## config.mk

```make
export PLATFORM = sky130hd
export DESIGN_NAME = gmii_rx_deframer_flat
export DESIGN_NICKNAME = d
export VERILOG_FILES = /design/src/verilog/eth_mac_pkg.sv /design/src/verilog/ring_if.sv /design/src/verilog/gmii_rx_deframer.sv /design/src/flat_wrapper.sv
export VERILOG_INCLUDE_DIRS = /design/src /design/src/verilog
export SDC_FILE = /design/constraint.sdc
export NUM_CORES = 1
export LEC_CHECK = 0
export BUFFER_PORTS_ARGS = -buffer_cell sky130_fd_sc_hd__buf_2
export CORE_ASPECT_RATIO = 1.75
export CORE_MARGIN = 2
export CORE_UTILIZATION = 61
export DETAILED_ROUTE_END_ITERATION = 10
export MAX_ROUTING_LAYER = met4
export PLACE_DENSITY = 0.85
export REMOVE_ABC_BUFFERS = 1
export SLEW_MARGIN = 15
export SYNTH_ARGS = -nofsm -noshare
export SYNTH_HDL_FRONTEND = slang
export SYNTH_SLANG_ARGS = --single-unit
```

## constraint.sdc

```tcl
create_clock -name clock_i -period 6.21 [get_ports clock_i]
set_input_delay 0 -clock clock_i [delete_from_list [all_inputs] [get_ports clock_i]]
set_output_delay 0 -clock clock_i [all_outputs]
set_load 0.01 [all_outputs]
```

## src/verilog/eth_mac_params.svh

```systemverilog
`ifndef ETH_MAC_PARAMS_SVH
`define ETH_MAC_PARAMS_SVH

// packet store geometry
`define ETH_PACKET_SIZE   402
`define ETH_RING_DEPTH    32
`define ETH_ADDR_W        9

// framing
`define ETH_PREAMBLE_BYTE 8'h55
`define ETH_SFD_BYTE      8'hd5
`define ETH_IFG_CYCLES    12
`define ETH_CRC_RESIDUE   32'hC704DD7B   // crc register after a good frame and its fcs

`endif

```

## src/verilog/eth_mac_pkg.sv

```systemverilog
`default_nettype none

`include "eth_mac_params.svh"

package eth_mac_pkg;

	localparam logic [31:0] CRC_POLY = 32'h04C11DB7;   // ieee 802.3

	typedef enum logic [2:0] {
		OP_READ       = 3'd0,
		OP_READ_LEN   = 3'd1,
		OP_READ_NEXT  = 3'd2,
		OP_WRITE      = 3'd3,
		OP_WRITE_LEN  = 3'd4,
		OP_WRITE_NEXT = 3'd5
	} host_op_e;

	// ----------------------------------------
	// host return word, one of three views
	typedef struct packed {
		logic [7:0] pad;
		logic [7:0] data;
	} result_byte_t;

	typedef struct packed {
		logic [15-`ETH_ADDR_W:0] pad;
		logic [`ETH_ADDR_W-1:0]  len;
	} result_len_t;

	typedef struct packed {
		logic [14:0] pad;
		logic        flag;
	} result_flag_t;

	typedef union packed {
		result_byte_t as_byte;
		result_len_t  as_len;
		result_flag_t as_flag;
	} host_result_u;

	// one byte into the crc, bit 0 goes first on the wire
	function automatic logic [31:0] crc32_step(input logic [31:0] crc, input logic [7:0] data);
		logic [31:0] c;
		logic        fb;
		c = crc;
		for (int i = 0; i < 8; i++) begin
			fb = c[31] ^ data[i];
			c = {c[30:0], 1'b0};
			if (fb)
				c = c ^ CRC_POLY;
		end
		return c;
	endfunction

endpackage

`default_nettype wire

```

## src/verilog/ring_if.sv

```systemverilog
`timescale 1ns/1ps
`default_nettype none

`include "eth_mac_params.svh"

interface ring_if;

	// writer side
	logic                   wr_en;
	logic [`ETH_ADDR_W-1:0] wr_addr;
	logic [7:0]             wr_data;
	logic                   commit;
	logic                   trim;
	logic                   clear;     // restart the writer slot at length 0
	logic [`ETH_ADDR_W-1:0] wr_len;
	logic                   full;

	// reader side
	logic [`ETH_ADDR_W-1:0] rd_addr;
	logic [7:0]             rd_data;   // one cycle after rd_addr
	logic [`ETH_ADDR_W-1:0] rd_len;
	logic                   rd_release;
	logic                   empty;

	modport writer (output wr_en, wr_addr, wr_data, commit, trim, clear, input wr_len, full);
	modport reader (output rd_addr, rd_release, input rd_data, rd_len, empty);

	// mirrored views for the ring itself
	modport store_wr (input wr_en, wr_addr, wr_data, commit, trim, clear, output wr_len, full);
	modport store_rd (input rd_addr, rd_release, output rd_data, rd_len, empty);

endinterface

`default_nettype wire

```

## src/verilog/gmii_rx_deframer.sv

```systemverilog
`timescale 1ns/1ps
`default_nettype none

`include "eth_mac_params.svh"

module gmii_rx_deframer (
	input wire logic       clock_i,
	input wire logic       reset_i,
	input wire logic [7:0] gmii_rxd_i,
	input wire logic       gmii_rx_dv_i,
	input wire logic       gmii_rx_er_i,
	ring_if.writer         ring
);

	localparam logic [`ETH_ADDR_W-1:0] PKT_SIZE = `ETH_PACKET_SIZE;

	typedef enum logic [1:0] {
		ST_HUNT,
		ST_SFD,
		ST_DATA,
		ST_COMMIT
	} state_e;

	state_e                 state_q;
	logic [2:0]             pre_cnt_q;
	logic [`ETH_ADDR_W-1:0] addr_q;
	logic [31:0]            crc_q;
	logic                   rx_ok;
	logic                   residue_hit;
	logic                   in_range;
	logic                   sfd_seen;

	assign rx_ok       = gmii_rx_dv_i && !gmii_rx_er_i;
	assign residue_hit = (crc_q == `ETH_CRC_RESIDUE);
	assign in_range    = (addr_q < PKT_SIZE);
	assign sfd_seen    = (state_q == ST_SFD) && rx_ok && (gmii_rxd_i == `ETH_SFD_BYTE);

	assign ring.wr_en   = (state_q == ST_DATA) && rx_ok && !residue_hit && in_range;
	assign ring.wr_addr = addr_q;
	assign ring.wr_data = gmii_rxd_i;
	assign ring.clear   = sfd_seen && !ring.full;   // drops any stale partial frame
	assign ring.trim    = (state_q == ST_DATA) && residue_hit;   // strip the fcs
	assign ring.commit  = (state_q == ST_COMMIT);

	always_ff @(posedge clock_i) begin
		if (reset_i) begin
			state_q   <= ST_HUNT;
			pre_cnt_q <= '0;
			addr_q    <= '0;
		end else begin
			case (state_q)
				ST_HUNT: begin
					if (rx_ok && gmii_rxd_i == `ETH_PREAMBLE_BYTE) begin
						if (pre_cnt_q == 3'd6) begin
							pre_cnt_q <= '0;
							state_q   <= ST_SFD;
						end else begin
							pre_cnt_q <= pre_cnt_q + 3'd1;
						end
					end else begin
						pre_cnt_q <= '0;
					end
				end
				ST_SFD: begin
					if (sfd_seen && !ring.full) begin
						addr_q  <= '0;
						crc_q   <= '0;
						state_q <= ST_DATA;
					end else begin
						state_q <= ST_HUNT;   // no room or bad delimiter
					end
				end
				ST_DATA: begin
					if (residue_hit) begin
						state_q <= ST_COMMIT;
					end else if (!rx_ok || !in_range) begin
						state_q <= ST_HUNT;   // abandon
					end else begin
						addr_q <= addr_q + `ETH_ADDR_W'(1);
						crc_q  <= eth_mac_pkg::crc32_step(crc_q, gmii_rxd_i);
					end
				end
				ST_COMMIT: state_q <= ST_HUNT;
				default:   state_q <= ST_HUNT;
			endcase
		end
	end

endmodule

`default_nettype wire

```

## src/flat_wrapper.sv

```systemverilog
// flat-port wrapper written by rule: the top's interface ports become plain ports
module gmii_rx_deframer_flat 
  (clock_i, reset_i, gmii_rxd_i, gmii_rx_dv_i, gmii_rx_er_i, ring_wr_en, ring_wr_addr, ring_wr_data, ring_commit, ring_trim, ring_clear, ring_wr_len, ring_full);
  ring_if ring_i ();
  input wire logic clock_i;
  input wire logic reset_i;
  input wire logic [7:0] gmii_rxd_i;
  input wire logic gmii_rx_dv_i;
  input wire logic gmii_rx_er_i;
  output wire logic [$bits(ring_i.wr_en)-1:0] ring_wr_en;
  output wire logic [$bits(ring_i.wr_addr)-1:0] ring_wr_addr;
  output wire logic [$bits(ring_i.wr_data)-1:0] ring_wr_data;
  output wire logic [$bits(ring_i.commit)-1:0] ring_commit;
  output wire logic [$bits(ring_i.trim)-1:0] ring_trim;
  output wire logic [$bits(ring_i.clear)-1:0] ring_clear;
  input wire logic [$bits(ring_i.wr_len)-1:0] ring_wr_len;
  input wire logic [$bits(ring_i.full)-1:0] ring_full;
  assign ring_wr_en = ring_i.wr_en;
  assign ring_wr_addr = ring_i.wr_addr;
  assign ring_wr_data = ring_i.wr_data;
  assign ring_commit = ring_i.commit;
  assign ring_trim = ring_i.trim;
  assign ring_clear = ring_i.clear;
  assign ring_i.wr_len = ring_wr_len;
  assign ring_i.full = ring_full;
  gmii_rx_deframer u_core (.clock_i(clock_i), .reset_i(reset_i), .gmii_rxd_i(gmii_rxd_i), .gmii_rx_dv_i(gmii_rx_dv_i), .gmii_rx_er_i(gmii_rx_er_i), .ring(ring_i));
endmodule
```

======== After elaboration in Yosys (flattened, before gate mapping) ========
Index checks and enable logic that the tools add are counted.
word-level totals
  RAM bits ................................ 0
  memories ................................ 0
  flip-flop bits (word level) ............. 46
  memory bits (read-only) ................. 0
  latch bits .............................. 0
  output and inout port bits .............. 21
  logic and storage cells ................. 109
  input bits .............................. 22
operators by class
  multipliers ............................. 0
  divide/modulo/power cells ............... 0
  bitwise operators ....................... 17
  equality and inequality tests ........... 13
  reductions and logical operators ........ 20
  order comparisons ....................... 1
  shifts and indexed selects .............. 0
  add/sub/neg operators ................... 2
  muxes and demuxes ....................... 52
operator list
  kind                                                                     count
  32-bit two-way mux                                                       31
  27-bit two-way mux                                                       8
  14-bit NOT                                                               8
  32-bit case mux with 2 select lines                                      1
  32-bit equality test, second input constant                              1
  9-bit two-way mux                                                        3
  9-bit case mux with 2 select lines                                       1
  2-bit two-way mux                                                        5
  9-bit by 1-bit adder with 9-bit output, second input constant            1
  1-bit logical AND                                                        9
  9-bit less-than comparator, second input constant                        1
  8-bit by 7-bit equality test with 1-bit output, second input constant    1
  8-bit equality test, second input constant                               1
  2-bit case mux with 4 select lines                                       1
  1-bit XOR                                                                8
  3-bit two-way mux                                                        2
  2-bit inequality test, second input constant                             3
  1-bit logical NOT                                                        5
  5-bit AND reduction                                                      1
  2-bit equality test, second input constant                               2
  2-bit by 1-bit inequality test with 1-bit output, second input constant  2
  4-bit AND reduction                                                      1
  3-bit by 1-bit adder with 3-bit output, second input constant            1
  3-bit equality test, second input constant                               1
  7 further kinds                                                          7

======== Logic depth before layout (Yosys ltp) ========
  depth after elaboration ................. 49
  depth in mapped cells ................... 7
  gate-level depth less buffers ........... 6

======== Worst setup path after synthesis ========
OpenSTA, ideal clock, no wires.
  kind .................................... register to register
  start point ............................. register u_core.crc_q[11]
  end point ............................... register u_core.crc_q[0] (enable)
  setup time .............................. 0.461 ns
  clock period less this slack ............ 3.896 ns
  cell stages (with the launch flop) ...... 7
  arrival ................................. 3.434 ns
  path slack .............................. 2.314 ns
  required time ........................... 5.749 ns
  path through ............................ edfxtp_1 -> and4b_1 -> and4_1 -> nand3_1 -> inv_1 -> buf_4 -> nor3_1
on the way
  word-level cells in the longest chain between the ends .. 3
RTL lines
  element                                 RTL line                text
  start: declaration                      gmii_rx_deframer.sv:27  logic [31:0] crc_q;
  start signal: assignment                gmii_rx_deframer.sv:80  crc_q <= eth_mac_pkg::crc32_step(crc_q, gmii_rxd_i);
  32-bit equality test (no source line)   --
  2-bit inequality test (no source line)  --
  5-bit AND reduction (no source line)    --
Every way passes these cells.
A chain may end at the register's enable or synchronous reset.

======== Worst setup path after layout ========
  start point ............................. register u_core.crc_q[2]
  end point ............................... register u_core.crc_q[29] (enable)
Same word-level chain as after synthesis.

==> summary.txt <==
Run status
  • Status: finished clean

Synth
  • XOR/XNOR share of the synthesized area: 24.0%
  • Synth Area in Compound Gates: 7.42%
  • Yosys top cell area share: 34.1%
  • Flops & latches, synth: 46
  • Syn Inst Count: 259
  • Post-synth cell types: 51
  • Warnings from Yosys: 0
  • Synth async-reset ratio: 0%
  • Post-synthesis mux area share: 0.355%
  • Main flop type after synthesis: edfxtp_1
  • Main combinational cell family by area after synthesis: XOR/XNOR gates
  • Top cells by area, synth: edfxtp_1 (34%), xnor2_1 (15%), dfxtp_1 (9.9%), nor2_1 (3.7%), a21oi_1 (2.7%)
  • Post-Synthesis Mean Instance Area: 10.9 µm²
  • Yosys top cell by area: edfxtp_1
  • Post-Synth Simple-Gate Area: 20.4%
  • Synth Area in Adders: 0.444%
  • Mapped Area: 0.00282 mm²
  • EDFF count, synth: 32
  • Post-synthesis sequential area ratio: 44.0%

STA
  • Slew HR: 26.6%
  • Sum Neg Setup Slack: 0 ns
  • Fin worst setup slack: 3.52 ns
  • Final period util: 43.3%
  • Tmin final: 2.69 ns
  • Max Slew Vio Count: 0
  • Slew @ Worst Pin: 1.10 ns
  • Unrepaired setup endpoints after global routing: no
  • Fmax: 372 MHz
  • Post-Route Skew: 0.00579 ns
  • Final hold vios: 0
  • Final count of negative-setup-slack endpoints: 0

Power and ir drop
  • VDD IR max: 0.000150 V
  • Pwr Total: 648 µW
  • Power per cell area: 210 mW/mm²
  • Static leakage: 0.00110 µW

CTS
  • Clk sink count: 46
  • Clock-pin slew on the worst setup and hold paths: 0.09 ns
  • Clock Root Buffer: clkbuf_8
  • CTS tree: done
  • Hold_buf cts: 0
  • Clk buf depth: 2
  • Clock insertion delay at the later pin of the skew report: 0.30 ns
  • Post-CTS sizing: 0
  • Cts bufs inserted: 5
  • Setup bufs post-CTS: 0
  • H-tree lvl count: 2

Run
  • MaxCap Viol Count: 0

Routing
  • Remaining antenna violation count: 0
  • DR vias: 2,073
  • DRT Pass-1 Iters: 4
  • Wirelength per Cell: 17.6 µm
  • Iter 0 DRT Violations: 129
  • Vias per cell: 6.13
  • DRC violations left: 0
  • WL final: 5960 µm

Die
  • Core footprint: 0.00444 mm²
  • Die height: 93.9 µm
  • IO Count: 43
  • Die Span X: 55.4 µm
  • DIE AREA: 0.00520 mm²
  • Starting density of the core: 63.4%
  • Number of core rows: 32

Finish
  • Diodes inserted: 0
  • Register area: 0.00124 mm²
  • Area grow syn2layout: 9.37%
  • Most frequent cells in the layout: xnor2_1 (47), buf_2 (33), edfxtp_1 (32)
  • Fill cell count: 357
  • Multi-input gate area: 0.00149 mm²
  • Commonest non-fill, non-tap cell in the layout: xnor2_1
  • Fraction of layout cells with a size suffix above 1: 21.3%
  • Nets@finish: 309

Worst setup path
  • Cell count of the worst reg-to-reg path: 6
  • WP data arrival: 2.71 ns
  • Worst setup EP type: register
  • Critical path fanouts, max: 32
  • Slowest CP cell: or4b_1
  • CP Launch Type: register
  • Crit Path Class: reg -> reg
  • CP max stage delay: 0.63 ns
  • Critical Path RT: 6.23 ns
  • Worst-path cell chain: or4b_1, nor4_2, nand3_1, inv_1, nor3_2, buf_4

Min path
  • Worst min path class: in -> reg
  • Hold path cells: 2

Placement
  • GP Congestion: 0.889
  • IO Port Bufs: 33
  • Post-detail-place hpwl: 4310 µm
  • Pre-CTS setup slack: 3.60 ns

GRT
  • First-pass GRT wire length: 9840 µm
  • Initial antenna violation count: 0
  • Number of global-route vias before repair: 2,060
  • Largest net degree at the start of global routing: 33
  • GRT overflow: 0
  • GRT Util Overall: 25.2%
-- path summary, 6_finish.rpt --
check	from	to	slack, ns
min	reset_i	u_core.pre_cnt_q[0]$_SDFFE_PP0P_	0.03
min reg2reg	u_core.pre_cnt_q[2]$_SDFFE_PP0P_	u_core.pre_cnt_q[2]$_SDFFE_PP0P_	0.50
max reg2reg	u_core.crc_q[2]$_SDFFCE_PN0P_	u_core.crc_q[29]$_SDFFCE_PN0P_	3.52
max	u_core.crc_q[2]$_SDFFCE_PN0P_	u_core.crc_q[29]$_SDFFCE_PN0P_	3.52
-- cell type report --
class                           instances  area share [%]
Clock inverter                          3            1.30
Sequential cell                        46            40.3
Clock buffer                            5            2.23
Timing Repair Buffer                   34            5.60
Multi-Input combinational cell        197            48.3
Inverter                                2           0.244
Tap cell                               51            2.07
-- per-layer routing --
layer | part of all wire (%) | wire length (µm) | global-route usage [%]
met4 | 3.5 | 211 | 12.2
met2 | 55 | 3250 | 45.2
met5 | 0 | 0 | -
met1 | 38 | 2260 | 26.3
met3 | 4.0 | 241 | 4.68
-- flip-flops by register name, summed over array words and instances (netlist names) --
name,count
u_core.pre_cnt_q,3
u_core.crc_q,32
u_core.state_q,2
u_core.ring.wr_addr,9
-- report_power, final --
| group | switching, µW | internal (µW) | leakage, µW |
|---|---|---|---|
| logic | 54.3 | 51.2 | 0.000638 |
| clock network | 101 | 118 | 0.0000541 |
| registers | 0.00451 | 323 | 0.000404 |
| total | 155 | 493 | 0.00110 |
-- through the flow --
stage	hold WS [ns]	area (µm²)	util (%)	std cells
global route	0.0381	3080	69.3	338
finish	0.0296	3080	69.3	338
detailed placement	0.239	2970	66.9	330
CTS	0.0273	3080	69.3	338
floorplan	0	2730	-	245
global placement	0.242	2970	66.9	330
-- critical path, delay by kind of cell, from the launching register on --
kind | cells | cell delay [ns]
flip-flops | 1 | 0.44
buffers and inverters | 2 | 0.61
AND/OR/NAND/NOR | 4 | 1.33
-- synthesized netlist by cell type (2+ instances only) --
library cell,instances
xnor2_2,3
or3_1,4
inv_1,2
o211ai_1,2
xor2_2,3
nand4_1,3
clkbuf_1,4
nor2b_1,2
nand4bb_1,2
nor4bb_1,2
a21oi_1,15
edfxtp_1,32
nand3_1,4
and2_1,7
o2111ai_1,2
dfxtp_1,14
xnor3_1,2
nor2_1,28
and3_1,3
or4_1,5
nand2_1,8
xor2_1,8
o21ai_0,7
o31ai_1,2
nand4b_1,2
nor3_1,7
nor4_1,2
a31oi_1,2
buf_4,9
xnor2_1,47
or2_2,6
-- cells by family (layout without fill, tap and decap cells) --
group / after synthesis / after routing
buf+inv: 16 / 44
fa+ha+maj: 1 / 1
xor+xnor: 65 / 65
compound gates: 34 / 34
flops: 46 / 46
simple gates: 96 / 96
mux: 1 / 1
No activity file was read; power rests on OpenSTA's default activity.
