==> src/verilog/eth_mac_params.svh <==
`ifndef ETH_MAC_PARAMS_SVH
`define ETH_MAC_PARAMS_SVH

// packet store geometry
`define ETH_PACKET_SIZE   402
`define ETH_RING_DEPTH    32
`define ETH_ADDR_W        9

// framing
`define ETH_PREAMBLE_BYTE 8'h55
`define ETH_SFD_BYTE      8'hd5
`define ETH_IFG_CYCLES    12
`define ETH_CRC_RESIDUE   32'hC704DD7B   // crc register after a good frame and its fcs

`endif

==> src/verilog/eth_mac_pkg.sv <==
`default_nettype none

`include "eth_mac_params.svh"

package eth_mac_pkg;

	localparam logic [31:0] CRC_POLY = 32'h04C11DB7;   // ieee 802.3

	typedef enum logic [2:0] {
		OP_READ       = 3'd0,
		OP_READ_LEN   = 3'd1,
		OP_READ_NEXT  = 3'd2,
		OP_WRITE      = 3'd3,
		OP_WRITE_LEN  = 3'd4,
		OP_WRITE_NEXT = 3'd5
	} host_op_e;

	// ----------------------------------------
	// host return word, one of three views
	typedef struct packed {
		logic [7:0] pad;
		logic [7:0] data;
	} result_byte_t;

	typedef struct packed {
		logic [15-`ETH_ADDR_W:0] pad;
		logic [`ETH_ADDR_W-1:0]  len;
	} result_len_t;

	typedef struct packed {
		logic [14:0] pad;
		logic        flag;
	} result_flag_t;

	typedef union packed {
		result_byte_t as_byte;
		result_len_t  as_len;
		result_flag_t as_flag;
	} host_result_u;

	// one byte into the crc, bit 0 goes first on the wire
	function automatic logic [31:0] crc32_step(input logic [31:0] crc, input logic [7:0] data);
		logic [31:0] c;
		logic        fb;
		c = crc;
		for (int i = 0; i < 8; i++) begin
			fb = c[31] ^ data[i];
			c = {c[30:0], 1'b0};
			if (fb)
				c = c ^ CRC_POLY;
		end
		return c;
	endfunction

endpackage

`default_nettype wire

==> src/verilog/ring_if.sv <==
`timescale 1ns/1ps
`default_nettype none

`include "eth_mac_params.svh"

interface ring_if;

	// writer side
	logic                   wr_en;
	logic [`ETH_ADDR_W-1:0] wr_addr;
	logic [7:0]             wr_data;
	logic                   commit;
	logic                   trim;
	logic                   clear;     // restart the writer slot at length 0
	logic [`ETH_ADDR_W-1:0] wr_len;
	logic                   full;

	// reader side
	logic [`ETH_ADDR_W-1:0] rd_addr;
	logic [7:0]             rd_data;   // one cycle after rd_addr
	logic [`ETH_ADDR_W-1:0] rd_len;
	logic                   rd_release;
	logic                   empty;

	modport writer (output wr_en, wr_addr, wr_data, commit, trim, clear, input wr_len, full);
	modport reader (output rd_addr, rd_release, input rd_data, rd_len, empty);

	// mirrored views for the ring itself
	modport store_wr (input wr_en, wr_addr, wr_data, commit, trim, clear, output wr_len, full);
	modport store_rd (input rd_addr, rd_release, output rd_data, rd_len, empty);

endinterface

`default_nettype wire

==> src/verilog/host_access.sv <==
`timescale 1ns/1ps
`default_nettype none

`include "eth_mac_params.svh"

module host_access (
	input wire logic                   clock_i,
	input wire logic                   reset_i,
	input wire logic                   start_i,
	input wire eth_mac_pkg::host_op_e  op_i,
	input wire logic [`ETH_ADDR_W-1:0] addr_i,
	input wire logic [7:0]             value_i,
	output logic                       done_o,
	output eth_mac_pkg::host_result_u  return_o,
	ring_if.reader                     rx,
	ring_if.writer                     tx
);

	localparam logic [`ETH_ADDR_W-1:0] PKT_SIZE = `ETH_PACKET_SIZE;

	eth_mac_pkg::host_op_e     op_q;
	eth_mac_pkg::host_result_u result;
	logic                      valid_q;
	logic                      holding_q;   // host sits on the rx reader slot
	logic                      flag_q;
	logic [`ETH_ADDR_W-1:0]    len_q;
	logic                      addr_over;

	assign addr_over = (addr_i >= PKT_SIZE);

	// ----------------------------------------
	// first cycle, ring strobes from the request
	assign rx.rd_addr    = addr_i;
	assign rx.rd_release = start_i && (op_i == eth_mac_pkg::OP_READ_NEXT) && holding_q;
	assign tx.wr_en      = start_i && (op_i == eth_mac_pkg::OP_WRITE) && !addr_over;
	assign tx.wr_addr    = addr_i;
	assign tx.wr_data    = value_i;
	assign tx.commit     = start_i && (op_i == eth_mac_pkg::OP_WRITE_NEXT);
	assign tx.trim       = 1'b0;
	assign tx.clear      = 1'b0;

	always_ff @(posedge clock_i) begin
		if (start_i) begin
			op_q   <= op_i;
			flag_q <= (op_i == eth_mac_pkg::OP_WRITE_NEXT) ? tx.full : addr_over;
			len_q  <= (op_i == eth_mac_pkg::OP_READ_LEN) ? rx.rd_len : tx.wr_len;
		end
		if (valid_q)
			return_o <= result;
	end

	// ----------------------------------------
	// second cycle, return word
	always_comb begin
		result = '0;
		case (op_q)
			eth_mac_pkg::OP_READ:      result.as_byte.data = rx.rd_data;
			eth_mac_pkg::OP_READ_LEN,
			eth_mac_pkg::OP_WRITE_LEN: result.as_len.len = len_q;
			eth_mac_pkg::OP_READ_NEXT: result.as_flag.flag = rx.empty;   // after any release
			default:                   result.as_flag.flag = flag_q;
		endcase
	end

	always_ff @(posedge clock_i) begin
		if (reset_i) begin
			valid_q   <= 1'b0;
			done_o    <= 1'b0;
			holding_q <= 1'b0;
		end else begin
			valid_q <= start_i;
			done_o  <= valid_q;
			if (valid_q && op_q == eth_mac_pkg::OP_READ_NEXT)
				holding_q <= !rx.empty;
		end
	end

endmodule

`default_nettype wire

==> src/flat_wrapper.sv <==
// flat-port wrapper written by rule: the top's interface ports become plain ports
module host_access_flat 
  (clock_i, reset_i, start_i, op_i, addr_i, value_i, done_o, return_o, rx_rd_addr, rx_rd_release, rx_rd_data, rx_rd_len, rx_empty, tx_wr_en, tx_wr_addr, tx_wr_data, tx_commit, tx_trim, tx_clear, tx_wr_len, tx_full);
  ring_if rx_i ();
  ring_if tx_i ();
  input wire logic clock_i;
  input wire logic reset_i;
  input wire logic start_i;
  input wire eth_mac_pkg::host_op_e op_i;
  input wire logic [`ETH_ADDR_W-1:0] addr_i;
  input wire logic [7:0] value_i;
  output logic done_o;
  output eth_mac_pkg::host_result_u return_o;
  output wire logic [$bits(rx_i.rd_addr)-1:0] rx_rd_addr;
  output wire logic [$bits(rx_i.rd_release)-1:0] rx_rd_release;
  input wire logic [$bits(rx_i.rd_data)-1:0] rx_rd_data;
  input wire logic [$bits(rx_i.rd_len)-1:0] rx_rd_len;
  input wire logic [$bits(rx_i.empty)-1:0] rx_empty;
  output wire logic [$bits(tx_i.wr_en)-1:0] tx_wr_en;
  output wire logic [$bits(tx_i.wr_addr)-1:0] tx_wr_addr;
  output wire logic [$bits(tx_i.wr_data)-1:0] tx_wr_data;
  output wire logic [$bits(tx_i.commit)-1:0] tx_commit;
  output wire logic [$bits(tx_i.trim)-1:0] tx_trim;
  output wire logic [$bits(tx_i.clear)-1:0] tx_clear;
  input wire logic [$bits(tx_i.wr_len)-1:0] tx_wr_len;
  input wire logic [$bits(tx_i.full)-1:0] tx_full;
  assign rx_rd_addr = rx_i.rd_addr;
  assign rx_rd_release = rx_i.rd_release;
  assign rx_i.rd_data = rx_rd_data;
  assign rx_i.rd_len = rx_rd_len;
  assign rx_i.empty = rx_empty;
  assign tx_wr_en = tx_i.wr_en;
  assign tx_wr_addr = tx_i.wr_addr;
  assign tx_wr_data = tx_i.wr_data;
  assign tx_commit = tx_i.commit;
  assign tx_trim = tx_i.trim;
  assign tx_clear = tx_i.clear;
  assign tx_i.wr_len = tx_wr_len;
  assign tx_i.full = tx_full;
  host_access u_core (.clock_i(clock_i), .reset_i(reset_i), .start_i(start_i), .op_i(op_i), .addr_i(addr_i), .value_i(value_i), .done_o(done_o), .return_o(return_o), .rx(rx_i), .tx(tx_i));
endmodule
==> config.mk <==
export PLATFORM = sky130hd
export DESIGN_NAME = host_access_flat
export DESIGN_NICKNAME = d
export VERILOG_FILES = /design/src/verilog/eth_mac_pkg.sv /design/src/verilog/ring_if.sv /design/src/verilog/host_access.sv /design/src/flat_wrapper.sv
export VERILOG_INCLUDE_DIRS = /design/src /design/src/verilog
export SDC_FILE = /design/constraint.sdc
export NUM_CORES = 1
export LEC_CHECK = 0
export ABC_AREA = 1
export BUFFER_PORTS_ARGS = -buffer_cell sky130_fd_sc_hd__buf_2
export CAP_MARGIN = 20
export CORE_MARGIN = 4
export CORE_UTILIZATION = 39
export CTS_BUF_LIST = sky130_fd_sc_hd__clkbuf_8
export CTS_CLUSTER_SIZE = 16
export DETAILED_ROUTE_END_ITERATION = 10
export PLACE_DENSITY = 0.82
export RECOVER_POWER = 50
export SYNTH_ARGS = -nofsm -noshare
export SYNTH_HDL_FRONTEND = slang
export SYNTH_SLANG_ARGS = --single-unit
==> constraint.sdc <==
create_clock -name clock_i -period 1.1 [get_ports clock_i]
set_input_delay 0.165 -clock clock_i [delete_from_list [all_inputs] [get_ports clock_i]]
set_output_delay 0.165 -clock clock_i [all_outputs]
set_load 0.01 [all_outputs]
======== Yosys cells after proc, flatten, opt, wreduce, memory -nomap -nowiden ========
Index checks and enable logic that the tools add are counted.
storage, ports and cells
  bits in registers ....................... 25
  input port bits ......................... 51
  output and inout port bits .............. 48
  word-level logic and storage cells ...... 30
cells by class
  magnitude comparators ................... 1
  equal/unequal tests ..................... 7
  mux-type cells .......................... 4
  reductions and logical operators ........ 10
operators with widths
  kind                number
  $pmux 7 s2          1
  $eq 3x2->1 const B  3
  $ge 9x9->1 const B  1
  $mux 9              1
  $eq 3x1->1 const B  2
  $eq 3x3->1 const B  2
  $logic_and 1x1->1   6
  $logic_not 3->1     1
  $pmux 1 s3          1
  $logic_not 1->1     2
  $reduce_or 2->1     1
  $mux 1              1

======== Longest topological paths before layout ========
Gate-level depths: netlist (run 1).
  depth after elaboration ................. 3
  depth in mapped cells ................... 6
  depth with buffers taken out ............ 6

======== Worst setup path before layout (run 1) ========
Ideal clock, no wire load.
  kind .................................... register to register
  start ................................... register u_core.op_q[0]
  end ..................................... register u_core.return_o[0] in the netlist's numbering (data pin)
  setup time .............................. 0.261 ns
  arrival ................................. 0.851 ns
  path slack .............................. -0.012 ns
  cell stages (with the launch flop) ...... 5
  period minus slack after synthesis ...... 1.112 ns
  path through ............................ edfxtp_1 > nand2_1 > nand3_4 > nand3_2 > nand3b_1
RTL lines
  element                   line               source
  start: declaration        host_access.sv:21  eth_mac_pkg::host_op_e op_q;
  start signal: assignment  host_access.sv:44  op_q <= op_i;
  end signal: assignment    host_access.sv:49  return_o <= result;
  end: declaration          host_access.sv:14  output eth_mac_pkg::host_result_u return_o,

==> key figures, run 1 <==
Synthesis
  • Synth area leader: edfxtp_1
  • Synth Cell Area: 0.00151 mm2
  • Top FF cell, synth: edfxtp_1
  • Seq cells post-synth: 25
  • Number of synthesized flops with an enable pin: 22
  • Commonest cells in the netlist: buf_4 (35), inv_1 (27), edfxtp_1 (22)
  • Synth warn: 0
  • Most frequent cell after synthesis: buf_4
  • Synth area leaders: edfxtp_1 (44%), buf_4 (17%), o21ai_2 (9.3%)
  • Mapped Avg Cell Area: 9.71 um2
  • Asr flop ratio synth: 0%
  • Synth unique cells: 20
  • Syn Inst Count: 155
  • Proportion of synthesized chip area in sequential cells: 47.9%
  • Synth top area share: 43.9%

Timing
  • Final worst setup slack: -0.0416 ns
  • Fin Clk Skew: 0.00185 ns
  • Final critical-path share of the clock period: 104%
  • Hold Fails Final Rpt: 0
  • Tmin final: 1.14 ns
  • Pins Over Slew Limit: 0
  • Least-Margin Pin Slew: 0.506 ns
  • Setup-failing EPs final: 9
  • Slew headroom: 66.2%
  • Hold slack: 0.0770 ns
  • RSZ-0062 raised after global routing: true
  • F_max: 876 MHz

Cells and area
  • Multi-input logic area: 449 um2
  • Area grow syn2layout: 18.0%
  • Number of diodes: 0
  • Area occupied by registers: 722 um2
  • NumNets Final: 261
  • Fillers: 380
  • Share of cells above drive strength 1: 43.5%

Floorplanning
  • Die area: 0.00492 mm2
  • Row cnt: 22
  • Core ar.: 0.00369 mm2
  • Die Wd: 70.1 um
  • Die height: 70.1 um
  • I/O pin total: 99
  • Starting Density: 40.8%

Worst setup path
  • R2r endpoint: u_core.return_o[1]$_DFFE_PP_
  • Crit Path Class: flop to flop
  • Worst Setup SP: u_core.op_q[2]$_DFFE_PP_
  • Data arrival, critical path: 1.17 ns
  • CP max FO: 8
  • R2R depth: 5
  • Critical Path Sink Type: flop
  • Startpoint types: flop
  • Worst setup path endpoint: u_core.return_o[1]$_DFFE_PP_
  • Data required, critical path: 1.12 ns
  • RR Startpoint: u_core.op_q[2]$_DFFE_PP_
  • Register-to-register setup slack: -0.04 ns

Run status
  • Violated checks: setup timing
  • Outcome: complete, but fails checks

Run
  • Max-Cap Viols: 0

Global routing
  • Initial antenna violation count: 0
  • Grt ovf: 0
  • Vias in the first global route: 930
  • First-pass GRT wire length: 4060 um
  • Total Routing Usage GR: 10.2%
  • Largest net degree at the start of global routing: 19

CTS
  • Clk slew on worst S/H paths: 0.08 ns
  • CTS root buffer: clkbuf_8
  • Clock sink total: 25
  • Cts hold-fix bufs: 0
  • H-tree Lvls: 1
  • CTS tree: done
  • CTS Buf Count: 3
  • Max Root-Sink Buffers: 2
  • Clock latency on the worst-skew pair: 0.26 ns

Power
  • Pwr/cell area: 1180 mW/mm2
  • Switch Pwr: 534 uW
  • Comb pwr share: 20.2%
  • Sw Share: 25.6%
  • Pwr Total: 2.09 mW
  • Worst vdd ir: 0.000430 V
  • Clock power share: 25.0%
  • Power Internal: 1.55 mW
  • P_leak: 0.857 nW
  • Register share of total power: 54.8%

Hold path
  • Hold Path Class: input port to flop

Route
  • DRC errors left: 0
  • Antenna viol nets, final: 0
  • Drt total wl: 2570 um
  • Total number of vias: 1053
  • DR vias/cell: 4.10
  • DR WL/cell: 9.99 um
  • First drt pass iteration count: 4
  • DR iter-0 viols: 12

Placement
  • Placer Congestion: 0.824
  • Post-detail-place hpwl: 2210 um
  • I/O Buffers: 70
  • Post-Place Setup Slack: -0.0678 ns
==> state kept, by name, summed over array words and instances, names as in the netlist <==
name              count
u_core.len_q          9
u_core.flag_q         1
u_core.op_q           3
u_core.valid_q        1
u_core.done_o         1
u_core.return_o       9
u_core.holding_q      1
==> worst max-delay path: stages, from the launching register on <==
cell      delay (ns)
edfxtp_1        0.47
inv_2           0.11
nand2_4         0.06
nand3_4         0.08
buf_12          0.13
o21ai_2         0.05
==> routing by layer <==
layer | part of all wire [%] | up-vias | global-route usage (%)
met2 | 51 | 39 | 17.1
li1 | - | 566 | -
met4 | 1.8 | 0 | 5.53
met1 | 39 | 442 | 12.5
met5 | 0 | - | 0
met3 | 7.2 | 6 | 1.58
==> kinds of logic (layout without fill, tap and decap cells) <==
kind of cell / count (synthesis) / after routing / synth area share [%]
flops: 25 / 25 / 47.9
other cells: 1 / 9 / 0.249
simple gates: 47 / 47 / 16.5
compound gates: 18 / 18 / 10.1
buf+inv: 64 / 110 / 25.2
==> cell type report <==
| class | count | area share [%] |
|---|---|---|
| Sequential cell | 25 | 40.7 |
| Tap cell | 48 | 3.38 |
| Timing Repair Buffer | 78 | 22.1 |
| Clock buffer | 3 | 2.33 |
| Clock inverter | 1 | 0.282 |
| Multi-Input combinational cell | 74 | 25.3 |
| Inverter | 28 | 5.92 |
==> cells in the final DEF (no fill, tap or decap) <==
master / Yosys / routed
a21oi_1: 1 / 1
buf_12: 0 / 1
buf_2: 0 / 55
buf_4: 35 / 4
clkbuf_1: 0 / 18
clkbuf_8: 0 / 3
clkinv_2: 0 / 1
conb_1: 1 / 9
dfxtp_1: 3 / 2
dfxtp_2: 0 / 1
edfxtp_1: 22 / 22
inv_1: 27 / 25
inv_2: 1 / 3
nand2_1: 18 / 17
nand2_2: 1 / 1
nand2_4: 0 / 1
nand3_1: 12 / 12
nand3_2: 1 / 1
nand3_4: 2 / 2
nand3b_1: 1 / 1
nand4_1: 3 / 3
nor2_1: 7 / 7
nor2_4: 1 / 1
nor4_2: 0 / 1
o21ai_2: 16 / 16
o21bai_1: 1 / 1
==> worst min-delay path by stage <==
| stage | from | endpoint | cells after the start |
|---|---|---|---|
| after global placement | value_i[0] | tx_wr_data[0] | 0 |
| after CTS | reset_i | u_core.valid_q$_SDFF_PP0_ | 2 |
| after floorplan | reset_i | u_core.done_o$_SDFF_PP0_ | 1 |
| after global routing | reset_i | u_core.valid_q$_SDFF_PP0_ | 2 |
| final | reset_i | u_core.valid_q$_SDFF_PP0_ | 2 |
| after detailed placement | value_i[0] | tx_wr_data[0] | 0 |
==> what timing repair did <==
action                     in CTS  in global routing
buffers inserted                1                  1
pin swaps                       2                  0
resized for setup               0                  5
setup endpoints to repair       8                 11
==> power by group through the flow <==
stage | Clock, mW | Combinational [mW] | Sequential, mW
global placement | 0 | 0.402 | 1.17
global route | 0.586 | 0.474 | 1.15
detailed placement | 0 | 0.411 | 1.17
floorplan | 0 | 0.297 | 1.19
finish | 0.522 | 0.423 | 1.14
CTS | 0.537 | 0.428 | 1.15
==> metrics by stage <==
step	instance area (um2)	std cells	util [%]	TNS, ns
after detailed placement	1720	251	46.6	-0.109
after CTS	1790	256	48.4	-0.416
after global routing	1780	257	48.1	-0.717
after floorplan	1540	163	-	-0.00351
after global placement	1720	251	46.6	-0.0275
final	1780	257	48.1	-0.310
Note: power is estimated with default switching activity, not from simulation.
==> run 2, diff against run 1 <==
--- a/config.mk
+++ b/config.mk
@@ -15,7 +15,8 @@
 export CTS_CLUSTER_SIZE = 16
 export DETAILED_ROUTE_END_ITERATION = 10
 export PLACE_DENSITY = 0.82
-export RECOVER_POWER = 50
+export RECOVER_POWER = 100
+export SETUP_SLACK_MARGIN = 0.5
 export SYNTH_ARGS = -nofsm -noshare
 export SYNTH_HDL_FRONTEND = slang
 export SYNTH_SLANG_ARGS = --single-unit
==> run 2 against run 1 <==
Effect of this change:
- the run still ends with setup timing left
- cell count is 5.8% higher
- critical path depth is 1 lower
- clock power is 7.5% higher
- sequential share of layout area is 4.7 points lower
- wire length is 29% higher
- sequential power hardly changed
- die area stayed put
- largest cell class unchanged
- largest power group unchanged
- highest routed layer unchanged
==> key figures, run 2 (synthesized netlist as in run 1, its figures left out) <==
Timing
  • F_max: 865 MHz
  • Final worst setup slack: -0.0559 ns
  • Final critical-path share of the clock period: 105%
  • Slew headroom: 65.5%
  • RSZ-0062 raised after global routing: true
  • Setup-failing EPs final: 6
  • Tmin final: 1.16 ns
  • Least-Margin Pin Slew: 0.518 ns
  • Pins Over Slew Limit: 0
  • Hold slack: 0.0640 ns
  • Hold Fails Final Rpt: 0
  • Fin Clk Skew: 0.00129 ns

Cells and area
  • NumNets Final: 276
  • Top flop regs: u_core.len_q (9), u_core.return_o (9), u_core.op_q (3)
  • Commonest non-fill, non-tap cell in the layout: buf_2
  • Share of cells above drive strength 1: 46.4%
  • Commonest cells after routing, fill and taps aside: buf_2 (37), clkbuf_1 (33), inv_1 (22), edfxtp_1 (22), o21ai_2 (11)
  • Number of diodes: 0
  • Fillers: 369
  • Area grow syn2layout: 33.9%
  • Final core occ: 54.6%

Placement
  • Placer Congestion: 0.798
  • I/O Buffers: 70
  • Post-Place Setup Slack: -0.0774 ns
  • Post-detail-place hpwl: 2280 um

CTS
  • CTS Buf Count: 3
  • H-tree Lvls: 1
  • Clock sink total: 25
  • Max Root-Sink Buffers: 2
  • CTS tree: done
  • CTS root buffer: clkbuf_8
  • Cts hold-fix bufs: 0
  • Clk slew on worst S/H paths: 0.09 ns
  • Clock latency on the worst-skew pair: 0.27 ns

Global routing
  • Grt ovf: 0
  • First-pass GRT wire length: 5010 um
  • Initial antenna violation count: 0
  • Largest net degree at the start of global routing: 16
  • Total Routing Usage GR: 12.9%
  • Vias in the first global route: 1075

Worst setup path
  • Startpoint types: flop
  • Critical Path Sink Type: flop
  • Crit Path Class: flop to flop
  • Data required, critical path: 1.24 ns
  • Data arrival, critical path: 1.30 ns
  • CP max FO: 4

Floorplanning
  • Die height: 70.1 um
  • Row cnt: 22
  • Die area: 0.00492 mm2
  • Die Wd: 70.1 um
  • I/O pin total: 99
  • Starting Density: 40.8%
  • Core ar.: 0.00369 mm2

Power
  • P_leak: 0.902 nW
  • Worst vdd ir: 0.000452 V
  • Pwr/cell area: 1100 mW/mm2
  • Pwr Total: 2.21 mW

Route
  • Total number of vias: 1177
  • First drt pass iteration count: 4
  • Antenna viol nets, final: 0
  • DR iter-0 viols: 43
  • Drt total wl: 3310 um
  • DR WL/cell: 12.2 um
  • DRC errors left: 0
  • DR vias/cell: 4.33

Run status
  • Outcome: complete, but fails checks
  • Violated checks: setup timing

Hold path
  • Hold Path Class: input port to flop

Run
  • Max-Cap Viols: 0
run 2: final cells by class:
type | instances | area, um2 | share of cell area (%)
clock inverter | 1 | 7.51 | 0.372
inverter | 28 | 125 | 6.21
clock buffer | 3 | 41.3 | 2.05
sequential | 25 | 726 | 36.0
tap | 48 | 60.1 | 2.98
timing repair buffer | 91 | 531 | 26.3
multi-input combinational | 76 | 526 | 26.1
run 2: stage by stage:
stage          cell area, um2  std cells  setup TNS, ns
2_1_floorplan            1590        163       -0.00351
3_3_place_gp             1780        253        -0.0297
3_5_place_dp             1780        253        -0.0774
4_1_cts                  2040        265         -0.100
5_1_grt                  2020        272         -0.670
6_report                 2020        272         -0.269
run 2: metal layers:
metal	vias up	wire, um	part of all wire [%]	track usage, %
li1	600	-	-	-
met1	528	1140	35	13.6
met2	44	1900	57	24.3
met3	5	202	6.1	1.44
met4	0	68	2.1	7.66
met5	-	0	0	0
run 2: path summary, 6_finish.rpt:
| path | from | to | slack [ns] | cells past startpoint |
|---|---|---|---|---|
| worst max-delay path | u_core.op_q[2]$_DFFE_PP_ | u_core.return_o[5]$_DFFE_PP_ | -0.06 | 4 |
| worst min-delay path | reset_i | u_core.valid_q$_SDFF_PP0_ | 0.06 | 2 |
| worst min register to register | u_core.valid_q$_SDFF_PP0_ | u_core.done_o$_SDFF_PP0_ | 0.49 | 2 |
| worst max register to register | u_core.op_q[2]$_DFFE_PP_ | u_core.return_o[5]$_DFFE_PP_ | -0.06 | 4 |
run 2: worst max-delay path: stages, from the launching register on:
cell      delay [ns]
edfxtp_1        0.47
nand2_2         0.15
buf_4           0.13
nand3_2         0.13
o21ai_2         0.14
run 2: what timing repair did:
item                                    CTS  global route
buffers inserted                          6             7
endpoints found under the setup margin   43            42
pin swaps                                10             6
resized for setup                        43             9
gates cloned                              2             0
endpoints found under the hold margin     0             0
run 2: report_power, final:
part | switching [mW] | internal [mW]
Clock | 0.303 | 0.257
Sequential | 0.0290 | 1.12
Combinational | 0.284 | 0.218
Total | 0.616 | 1.60
